===== src/hw/pcie_axil_pkg.sv =====
// PCIe to AXI-Lite bridge types

package pcie_axil_pkg;

    // ordering queue depth is 2**FIFO_ADDR_W
    localparam int FIFO_ADDR_W = 5;

    // unprivileged, non-secure, data access
    localparam logic [2:0] AXIL_PROT = 3'b010;

    typedef logic [31:0]  dw_t;
    typedef logic [127:0] tlp_hdr_t;
    typedef logic [63:0]  axil_addr_t;
    typedef logic [3:0]   strb_t;
    typedef logic [15:0]  req_id_t;
    typedef logic [9:0]   tag_t;
    typedef logic [6:0]   lower_addr_t;
    typedef logic [2:0]   byte_cnt_t;  // 1 to 4 bytes

    // fmt field of DW0
    typedef enum logic [2:0] {
        FMT_3DW      = 3'b000,
        FMT_4DW      = 3'b001,
        FMT_3DW_DATA = 3'b010,
        FMT_4DW_DATA = 3'b011,
        FMT_PREFIX   = 3'b100
    } tlp_fmt_e;

    typedef enum logic [2:0] {
        CPL_SC  = 3'b000,  // successful
        CPL_UR  = 3'b001,  // unsupported request
        CPL_CRS = 3'b010,  // config retry
        CPL_CA  = 3'b100   // completer abort
    } cpl_status_e;

    // what the completion stage waits for
    typedef enum logic [1:0] {
        OP_READ  = 2'd0,  // R data, then completion with data
        OP_WRITE = 2'd1,  // B response only
        OP_CPL   = 2'd2   // data-less completion right away
    } resp_op_e;

    // one pending response, in request order
    typedef struct packed {
        resp_op_e    op;
        cpl_status_e status;
        byte_cnt_t   byte_count;
        lower_addr_t lower_addr;
        req_id_t     requester_id;
        tag_t        tag;
        logic [2:0]  tc;
        logic [2:0]  attr;
    } cpl_rec_t;

    // AW and W travel together
    typedef struct packed {
        axil_addr_t addr;
        dw_t        data;
        strb_t      strb;
    } axil_wr_t;

endpackage


===== src/hw/tlp_req_decode.sv =====
// TLP request decode stage
`timescale 1ns/10ps

module tlp_req_decode (
    input  logic                        clk,
    input  logic                        rst,
    input  pcie_axil_pkg::tlp_hdr_t     rx_req_hdr,
    input  pcie_axil_pkg::dw_t          rx_req_data,
    input  logic                        rx_req_valid,
    output logic                        rx_req_ready,
    output pcie_axil_pkg::axil_wr_t     m_axil_aw,
    output logic                        awvalid,
    input  logic                        awready,
    output logic                        wvalid,
    input  logic                        wready,
    output pcie_axil_pkg::axil_addr_t   araddr,
    output logic                        arvalid,
    input  logic                        arready,
    input  logic                        fifo_half_full,
    output logic                        push,
    output pcie_axil_pkg::cpl_rec_t     push_rec,
    output logic                        stat_err_cor,
    output logic                        stat_err_uncor
);

    pcie_axil_pkg::tlp_fmt_e    fmt;
    logic [4:0]                 tlp_type;
    logic [2:0]                 tc;
    logic [2:0]                 attr;
    logic [9:0]                 length;
    pcie_axil_pkg::req_id_t     req_id;
    pcie_axil_pkg::tag_t        tag;
    pcie_axil_pkg::strb_t       first_be;
    pcie_axil_pkg::axil_addr_t  addr;
    pcie_axil_pkg::byte_cnt_t   byte_count;
    pcie_axil_pkg::lower_addr_t lower_addr;
    logic                       accept;
    logic                       len_ok;
    logic                       link_idle;
    logic                       start_rd;
    logic                       start_wr;
    logic                       err_cor;
    logic                       err_uncor;

    assign fmt      = pcie_axil_pkg::tlp_fmt_e'(rx_req_hdr[127:125]);
    assign tlp_type = rx_req_hdr[124:120];
    assign tc       = rx_req_hdr[118:116];
    assign attr     = {rx_req_hdr[114], rx_req_hdr[109:108]};
    assign length   = rx_req_hdr[105:96];
    assign req_id   = rx_req_hdr[95:80];
    assign tag      = {rx_req_hdr[119], rx_req_hdr[115], rx_req_hdr[79:72]};  // T9, T8, tag
    assign first_be = rx_req_hdr[67:64];
    // 4DW header puts a 64-bit address in DW2 and DW3
    assign addr = fmt[0] ? {rx_req_hdr[63:2], 2'b00} : {32'd0, rx_req_hdr[63:34], 2'b00};

    assign accept    = rx_req_valid && rx_req_ready;
    assign len_ok    = length == 10'd1;
    assign link_idle = (!awvalid || awready) && (!wvalid || wready) && (!arvalid || arready);

    // span of enabled bytes, zero enables count as one
    always_comb begin
        casez (first_be)
            4'b1zz1:                   byte_count = 3'd4;
            4'b01z1, 4'b1z10:          byte_count = 3'd3;
            4'b0011, 4'b0110, 4'b1100: byte_count = 3'd2;
            default:                   byte_count = 3'd1;
        endcase
        casez (first_be)
            4'bzz10: lower_addr = {addr[6:2], 2'd1};
            4'bz100: lower_addr = {addr[6:2], 2'd2};
            4'b1000: lower_addr = {addr[6:2], 2'd3};
            default: lower_addr = {addr[6:2], 2'd0};
        endcase
    end

    always_comb begin
        push      = 1'b0;
        start_rd  = 1'b0;
        start_wr  = 1'b0;
        err_cor   = 1'b0;
        err_uncor = 1'b0;

        push_rec.op           = pcie_axil_pkg::OP_CPL;
        push_rec.status       = pcie_axil_pkg::CPL_SC;
        push_rec.byte_count   = '0;
        push_rec.lower_addr   = '0;
        push_rec.requester_id = req_id;
        push_rec.tag          = tag;
        push_rec.tc           = tc;
        push_rec.attr         = attr;

        if (!fmt[1] && tlp_type == 5'b00000) begin
            push = accept;  // memory read, always answered
            if (len_ok) begin
                start_rd            = accept;
                push_rec.op         = pcie_axil_pkg::OP_READ;
                push_rec.byte_count = byte_count;
                push_rec.lower_addr = lower_addr;
            end else begin
                err_cor         = 1'b1;
                push_rec.status = pcie_axil_pkg::CPL_CA;
            end
        end else if (fmt[1] && tlp_type == 5'b00000) begin
            if (len_ok) begin
                start_wr    = accept;
                push        = accept;  // keeps write order against later reads
                push_rec.op = pcie_axil_pkg::OP_WRITE;
            end else begin
                err_uncor = 1'b1;  // posted, nothing to answer
            end
        end else if (fmt[0] && tlp_type[4:3] == 2'b10) begin
            err_uncor = 1'b1;  // message
        end else if (tlp_type == 5'b01010 || tlp_type == 5'b01011) begin
            err_cor = 1'b1;  // unexpected completion
        end else begin
            err_cor         = 1'b1;
            push            = accept;
            push_rec.status = pcie_axil_pkg::CPL_UR;
        end
    end

    always_ff @(posedge clk) begin
        if (rst) begin
            rx_req_ready   <= 1'b0;
            awvalid        <= 1'b0;
            wvalid         <= 1'b0;
            arvalid        <= 1'b0;
            stat_err_cor   <= 1'b0;
            stat_err_uncor <= 1'b0;
        end else begin
            rx_req_ready   <= link_idle && !fifo_half_full && !start_rd && !start_wr;
            awvalid        <= (awvalid && !awready) || start_wr;
            wvalid         <= (wvalid && !wready) || start_wr;
            arvalid        <= (arvalid && !arready) || start_rd;
            stat_err_cor   <= accept && err_cor;
            stat_err_uncor <= accept && err_uncor;
        end
    end

    always_ff @(posedge clk) begin
        if (accept) begin
            m_axil_aw.addr <= addr;
            m_axil_aw.data <= rx_req_data;
            m_axil_aw.strb <= first_be;
        end
    end

    assign araddr = m_axil_aw.addr;  // one address register for both channels

endmodule


===== src/hw/cpl_order_fifo.sv =====
// completion ordering queue
`timescale 1ns/10ps

module cpl_order_fifo (
    input  logic                    clk,
    input  logic                    rst,
    input  logic                    push,
    input  pcie_axil_pkg::cpl_rec_t push_rec,
    input  logic                    pop,
    output pcie_axil_pkg::cpl_rec_t head,
    output logic                    head_valid,
    output logic                    half_full
);

    // extra msb is the wrap bit
    logic [pcie_axil_pkg::FIFO_ADDR_W:0] wr_ptr;
    logic [pcie_axil_pkg::FIFO_ADDR_W:0] rd_ptr;
    logic [pcie_axil_pkg::FIFO_ADDR_W:0] count;
    logic                                empty;
    logic                                load;

    pcie_axil_pkg::cpl_rec_t mem [2**pcie_axil_pkg::FIFO_ADDR_W];

    assign empty = wr_ptr == rd_ptr;
    assign count = wr_ptr - rd_ptr;
    // refill head when it is free or being consumed
    assign load  = !empty && (!head_valid || pop);

    always_ff @(posedge clk) begin
        if (push) begin
            mem[wr_ptr[pcie_axil_pkg::FIFO_ADDR_W-1:0]] <= push_rec;
        end
        if (load) begin
            head <= mem[rd_ptr[pcie_axil_pkg::FIFO_ADDR_W-1:0]];
        end
    end

    always_ff @(posedge clk) begin
        if (rst) begin
            wr_ptr     <= '0;
            rd_ptr     <= '0;
            head_valid <= 1'b0;
            half_full  <= 1'b0;
        end else begin
            if (push) begin
                wr_ptr <= wr_ptr + 1'b1;
            end
            if (load) begin
                rd_ptr <= rd_ptr + 1'b1;
            end
            if (!head_valid || pop) begin
                head_valid <= !empty;
            end
            // at least half the depth in use
            half_full <= count[pcie_axil_pkg::FIFO_ADDR_W] || count[pcie_axil_pkg::FIFO_ADDR_W-1];
        end
    end

endmodule


===== src/hw/cpl_gen.sv =====
// completion generator stage
`timescale 1ns/10ps

module cpl_gen (
    input  logic                    clk,
    input  logic                    rst,
    input  pcie_axil_pkg::cpl_rec_t head,
    input  logic                    head_valid,
    output logic                    pop,
    input  logic [7:0]              bus_num,
    input  logic                    bvalid,
    output logic                    bready,
    input  logic                    rvalid,
    input  pcie_axil_pkg::dw_t      rdata,
    output logic                    rready,
    output pcie_axil_pkg::tlp_hdr_t tx_cpl_hdr,
    output pcie_axil_pkg::dw_t      tx_cpl_data,
    output logic                    tx_cpl_valid,
    input  logic                    tx_cpl_ready
);

    typedef enum logic [1:0] {
        ST_IDLE,
        ST_READ,
        ST_WRITE,
        ST_CPL
    } state_e;

    state_e                  state;
    state_e                  state_next;
    logic                    bready_next;
    logic                    rready_next;
    logic                    cpl_free;
    logic                    is_read;
    logic                    tx_load;
    pcie_axil_pkg::dw_t      tx_load_data;
    pcie_axil_pkg::tlp_hdr_t cpl_hdr;

    assign cpl_free = !tx_cpl_valid || tx_cpl_ready;  // empty or draining
    assign is_read  = head.op == pcie_axil_pkg::OP_READ;

    always_comb begin
        cpl_hdr            = '0;
        cpl_hdr[127:125]   = is_read ? pcie_axil_pkg::FMT_3DW_DATA : pcie_axil_pkg::FMT_3DW;
        cpl_hdr[124:120]   = 5'b01010;  // Cpl / CplD
        cpl_hdr[119]       = head.tag[9];
        cpl_hdr[118:116]   = head.tc;
        cpl_hdr[115]       = head.tag[8];
        cpl_hdr[114]       = head.attr[2];
        cpl_hdr[109:108]   = head.attr[1:0];
        cpl_hdr[105:96]    = is_read ? 10'd1 : 10'd0;
        cpl_hdr[95:88]     = bus_num;
        cpl_hdr[87:80]     = 8'd0;  // function 0
        cpl_hdr[79:77]     = head.status;
        cpl_hdr[75:64]     = {9'd0, head.byte_count};
        cpl_hdr[63:48]     = head.requester_id;
        cpl_hdr[47:40]     = head.tag[7:0];
        cpl_hdr[38:32]     = head.lower_addr;
    end

    always_comb begin
        state_next   = state;
        pop          = 1'b0;
        bready_next  = 1'b0;
        rready_next  = 1'b0;
        tx_load      = 1'b0;
        tx_load_data = '0;
        case (state)
            ST_IDLE: begin
                if (head_valid) begin
                    case (head.op)
                        pcie_axil_pkg::OP_READ: begin
                            rready_next = cpl_free;
                            state_next  = ST_READ;
                        end
                        pcie_axil_pkg::OP_WRITE: begin
                            bready_next = 1'b1;
                            state_next  = ST_WRITE;
                        end
                        default: state_next = ST_CPL;
                    endcase
                end
            end
            ST_READ: begin
                rready_next = cpl_free;
                if (rready && rvalid) begin
                    rready_next  = 1'b0;
                    tx_load      = 1'b1;
                    tx_load_data = rdata;
                    pop          = 1'b1;
                    state_next   = ST_IDLE;
                end
            end
            ST_WRITE: begin
                bready_next = 1'b1;
                if (bready && bvalid) begin
                    bready_next = 1'b0;
                    pop         = 1'b1;  // posted, no completion
                    state_next  = ST_IDLE;
                end
            end
            ST_CPL: begin
                if (cpl_free) begin
                    tx_load    = 1'b1;
                    pop        = 1'b1;
                    state_next = ST_IDLE;
                end
            end
            default: state_next = ST_IDLE;
        endcase
    end

    always_ff @(posedge clk) begin
        if (rst) begin
            state        <= ST_IDLE;
            bready       <= 1'b0;
            rready       <= 1'b0;
            tx_cpl_valid <= 1'b0;
        end else begin
            state        <= state_next;
            bready       <= bready_next;
            rready       <= rready_next;
            tx_cpl_valid <= tx_load || (tx_cpl_valid && !tx_cpl_ready);
        end
    end

    always_ff @(posedge clk) begin
        if (tx_load) begin
            tx_cpl_hdr  <= cpl_hdr;
            tx_cpl_data <= tx_load_data;
        end
    end

endmodule


===== src/hw/pcie_axil_bridge.sv =====
// PCIe request to AXI-Lite bridge
`timescale 1ns/10ps

module pcie_axil_bridge (
    input  logic                      clk,
    input  logic                      rst,
    input  pcie_axil_pkg::tlp_hdr_t   rx_req_hdr,
    input  pcie_axil_pkg::dw_t        rx_req_data,
    input  logic                      rx_req_valid,
    output logic                      rx_req_ready,
    output pcie_axil_pkg::tlp_hdr_t   tx_cpl_hdr,
    output pcie_axil_pkg::dw_t        tx_cpl_data,
    output logic                      tx_cpl_valid,
    input  logic                      tx_cpl_ready,
    output pcie_axil_pkg::axil_wr_t   m_axil_aw,
    output logic [2:0]                awprot,
    output logic                      awvalid,
    input  logic                      awready,
    output logic                      wvalid,
    input  logic                      wready,
    input  logic                      bvalid,
    output logic                      bready,
    output pcie_axil_pkg::axil_addr_t araddr,
    output logic [2:0]                arprot,
    output logic                      arvalid,
    input  logic                      arready,
    input  logic                      rvalid,
    input  pcie_axil_pkg::dw_t        rdata,
    output logic                      rready,
    input  logic [7:0]                bus_num,
    output logic                      stat_err_cor,
    output logic                      stat_err_uncor
);

    logic                    push;
    pcie_axil_pkg::cpl_rec_t push_rec;
    logic                    pop;
    pcie_axil_pkg::cpl_rec_t head;
    logic                    head_valid;
    logic                    half_full;

    assign awprot = pcie_axil_pkg::AXIL_PROT;
    assign arprot = pcie_axil_pkg::AXIL_PROT;

    tlp_req_decode u_decode (
        .clk            (clk),
        .rst            (rst),
        .rx_req_hdr     (rx_req_hdr),
        .rx_req_data    (rx_req_data),
        .rx_req_valid   (rx_req_valid),
        .rx_req_ready   (rx_req_ready),
        .m_axil_aw      (m_axil_aw),
        .awvalid        (awvalid),
        .awready        (awready),
        .wvalid         (wvalid),
        .wready         (wready),
        .araddr         (araddr),
        .arvalid        (arvalid),
        .arready        (arready),
        .fifo_half_full (half_full),
        .push           (push),
        .push_rec       (push_rec),
        .stat_err_cor   (stat_err_cor),
        .stat_err_uncor (stat_err_uncor)
    );

    cpl_order_fifo u_fifo (
        .clk        (clk),
        .rst        (rst),
        .push       (push),
        .push_rec   (push_rec),
        .pop        (pop),
        .head       (head),
        .head_valid (head_valid),
        .half_full  (half_full)
    );

    cpl_gen u_cpl (
        .clk          (clk),
        .rst          (rst),
        .head         (head),
        .head_valid   (head_valid),
        .pop          (pop),
        .bus_num      (bus_num),
        .bvalid       (bvalid),
        .bready       (bready),
        .rvalid       (rvalid),
        .rdata        (rdata),
        .rready       (rready),
        .tx_cpl_hdr   (tx_cpl_hdr),
        .tx_cpl_data  (tx_cpl_data),
        .tx_cpl_valid (tx_cpl_valid),
        .tx_cpl_ready (tx_cpl_ready)
    );

endmodule


===== config.mk =====
export PLATFORM = sky130hd
export DESIGN_NAME = pcie_axil_bridge
export DESIGN_NICKNAME = d
export VERILOG_FILES = /design/src/hw/pcie_axil_pkg.sv /design/src/hw/tlp_req_decode.sv /design/src/hw/cpl_order_fifo.sv /design/src/hw/cpl_gen.sv /design/src/hw/pcie_axil_bridge.sv
export SDC_FILE = /design/constraint.sdc
export NUM_CORES = 2
export LEC_CHECK = 0
export BUFFER_PORTS_ARGS = -buffer_cell sky130_fd_sc_hd__buf_2
export CORE_UTILIZATION = 36
export DETAILED_ROUTE_END_ITERATION = 16
export PLACE_DENSITY_LB_ADDON = 0.2
export SETUP_SLACK_MARGIN = 0.02
export SYNTH_ARGS = -nofsm -noshare
export SYNTH_HDL_FRONTEND = slang
export SYNTH_SLANG_ARGS = --single-unit

===== constraint.sdc =====
create_clock -name clk -period 7.4 [get_ports clk]
set_input_delay 0.74 -clock clk [delete_from_list [all_inputs] [get_ports clk]]
set_output_delay 0.74 -clock clk [all_outputs]
set_load 0.005 [all_outputs]

==> impl_metrics.csv <==
group,metric,value,unit
sta,maxSlewViolCount,0,
synthesis,syn_inst,3463,
worst_setup_path,r2r_cells,5,
worst_setup_path,crit_arrival,4260,ps
placed_design,dp_slack,2720,ps
sta,timing.setup.tns,0,ps
job,cap_violations,0,
worst_setup_path,criticalPathCategory,"register to register",
worst_setup_path,worstPathRequired,7840,ps
placed_design,placed_cell_area,0.0713,mm²
cts,cts_tree,"yes",
synthesis,synth_edf_count,1701,
placed_design,io_buffers,450,
cts,ctsHoldBuffers,0,
synthesis,synth_top_area_frac,0.767,
synthesis,synth.avg_cell_area,19.2,µm²
synthesis,syn_area,0.0666,mm²
worst_setup_path,critPathLaunchType,"register",
sta,tightest_slew,1290,ps
sta,fin_ws,3580,ps
floorplanning,fp.dieW,432,µm
global_routing,antenna_found_initial,11,
power_and_ir_drop,vdd_drop_max,0.185,mV
sta,relSlewSlack,0.137,
cts,clkLatencyLatePin,810,ps
sta,max_freq,262,MHz
floorplanning,initial_core_util,0.363,
floorplanning,core,0.183,mm²
drt,postRouteAntennaNets,0,
sta,whs,102,ps
floorplanning,num_rows,157,
power_and_ir_drop,power_density,287,mW/mm²
sta,post-route-period-util,0.516,
worst_hold_path,hold_class,"input port to register",
synthesis,ys_top_cells_by_area,"edfxtp_1, mux4_2, mux2i_1, buf_4, a22oi_1",
global_routing,grt_pass1_vias,33300,
cts,cts.sinks,1726,
worst_setup_path,worst-path-max-fanout,38,
drt,drt_iter0_drc,2244,
synthesis,ys_top_cells_by_count,"edfxtp_1, mux2i_1, mux4_2",
sta,finalSetupViolations,0,
floorplanning,die_h,432,µm
drt,drc_errors,0,
power_and_ir_drop,p_leak,24.1,nW
cts,cts_buffers,186,
worst_setup_path,critPathLaunch,"u_decode.rx_req_ready",
drt,vias_per_cell,5.05,
floorplanning,die-area,0.187,mm²
cts,clk_pin_slew_worst_paths,60,ps
synthesis,ys_seq_area_frac,0.775,
worst_hold_path,min_path_cells,1,
synthesis,async_flop_share,0,
placed_design,gp_congestion,0.747,
global_routing,grt_pass1_wl,243000,µm
global_routing,grt_overflow,0,
layout,post-route-cell-area,0.0771,mm²
global_routing,grt_max_degree,120,
sta,hold_viol_final,0,
cts,h-tree-depth,4,
placed_design,dpl.hpwl,96300,µm
worst_setup_path,r2r_slack,3580,ps
synthesis,yosysMostFrequentCell,"edfxtp_1",
worst_setup_path,rr_startpoint,"u_decode.rx_req_ready",
sta,fin_crit,3820,ps
drt,wl_per_cell,26.1,µm
worst_hold_path,hold_path_startpoint,"bus_num[3]",
worst_setup_path,end_kind,"register",
layout,final_cells,6560,
outcome,status,"complete, no violations",
cts,postCtsSetupBuffers,0,
placed_design,dp_cells,6210,
worst_setup_path,reg2reg_to,"u_fifo.mem[28][22]",
synthesis,yosysTopAreaCell,"edfxtp_1",
layout,final_core_util,0.421,
cts,ctsResizeCount,0,
synthesis,yosysUniqueCellTypes,53,
cts,cts_max_path_buffers,3,
drt,drt_pass1_iterations,5,
layout,drive_gt1_frac,0.256,
global_routing,grt_usage,0.181,
drt,totalWireLength,171000,µm
floorplanning,pin_count,548,
sta,finalClockSkew,19.5,ps
drt,vias,33100,
synthesis,ys_seq_elements,1726,
layout,areaGrowthSynthToFinish,15.8,%
worst_setup_path,endpoint,"u_fifo.mem[28][22]",
synthesis,synth-warning-count,0,
layout,fin_nets,4153,
sta,rsz0062_at_grt,"false",
cts,clock-root-buffer,"clkbuf_16",
power_and_ir_drop,power,22.2,mW
synthesis,synth_ff_type,"edfxtp_1",
## final cells by class
class / instances / area, µm²
Antenna cell: 5 / 12.5
Sequential cell: 1726 / 51600
Clock inverter: 106 / 866
Timing Repair Buffer: 520 / 2840
Multi-Input combinational cell: 1486 / 13700
Inverter: 14 / 56.3
Fill cell: 16200 / 106000
Tap cell: 2464 / 3080
Clock buffer: 239 / 4920
## how the worst min path moves through the flow
stage / slack, ps / to
3_5_place_dp: 400 / u_cpl.tx_cpl_hdr[32]
6_report: 100 / u_cpl.tx_cpl_hdr[91]
2_1_floorplan: 400 / u_cpl.tx_cpl_hdr[108]
5_1_grt: 50 / u_decode.m_axil_aw[26]
4_1_cts: 20 / u_cpl.tx_cpl_hdr[91]
3_3_place_gp: 400 / u_cpl.tx_cpl_hdr[62]
## critical path: stages, from the launching register on
cell,delay (ps)
dfxtp_1,370
and2_4,510
o211a_2,440
nand2_1,500
nor2_4,1030
buf_4,570
## layer usage
metal | vias to the layer above | track usage | part of all wire
li1 | 14600 | - | -
met1 | 17400 | 0.242 | 0.44
met2 | 883 | 0.304 | 0.49
met3 | 228 | 0.0294 | 0.047
met4 | 4 | 0.0528 | 0.024
met5 | - | 0 | 0.00016
## state kept, by name, indices dropped and copies added, names as in the netlist, 2 cells and up
register / count
u_fifo.rd_ptr: 6
u_decode.araddr: 62
u_decode.m_axil_aw: 36
u_cpl.tx_cpl_data: 32
u_fifo.mem: 1472
u_fifo.head: 46
u_cpl.state: 2
u_cpl.tx_cpl_hdr: 53
u_fifo.wr_ptr: 6
## power by group
| group | switching [mW] | internal, mW |
|---|---|---|
| registers | 0.131 | 11.0 |
| clock network | 3.82 | 5.05 |
| logic | 1.26 | 0.898 |
| total | 5.20 | 16.9 |
## cell families after synthesis
kind of cell / Yosys count / share of synthesized area
compound gates: 314 / 0.0298
xor+xnor: 7 / 0.000921
fa+ha+maj: 10 / 0.00188
buf+inv: 333 / 0.0292
flops: 1726 / 0.775
mux: 585 / 0.123
other cells: 2 / 0.000113
simple gates: 486 / 0.0400
## layout by cell type, fill, tap and decap left out, types with 26 or more instances in the layout
master / n
edfxtp_1: 1701
buf_2: 450
mux2i_1: 370
clkbuf_16: 189
mux4_2: 184
a21oi_1: 155
a22oi_1: 139
nor2b_1: 97
nand3_1: 97
conb_1: 84
and2_1: 65
buf_4: 65
nand2_1: 59
clkinv_1: 51
clkbuf_1: 50
nand4_1: 49
nor2_4: 36
mux2_2: 31
nor2_1: 29
clkinv_2: 26
No activity file was read; power rests on OpenSTA's default activity.
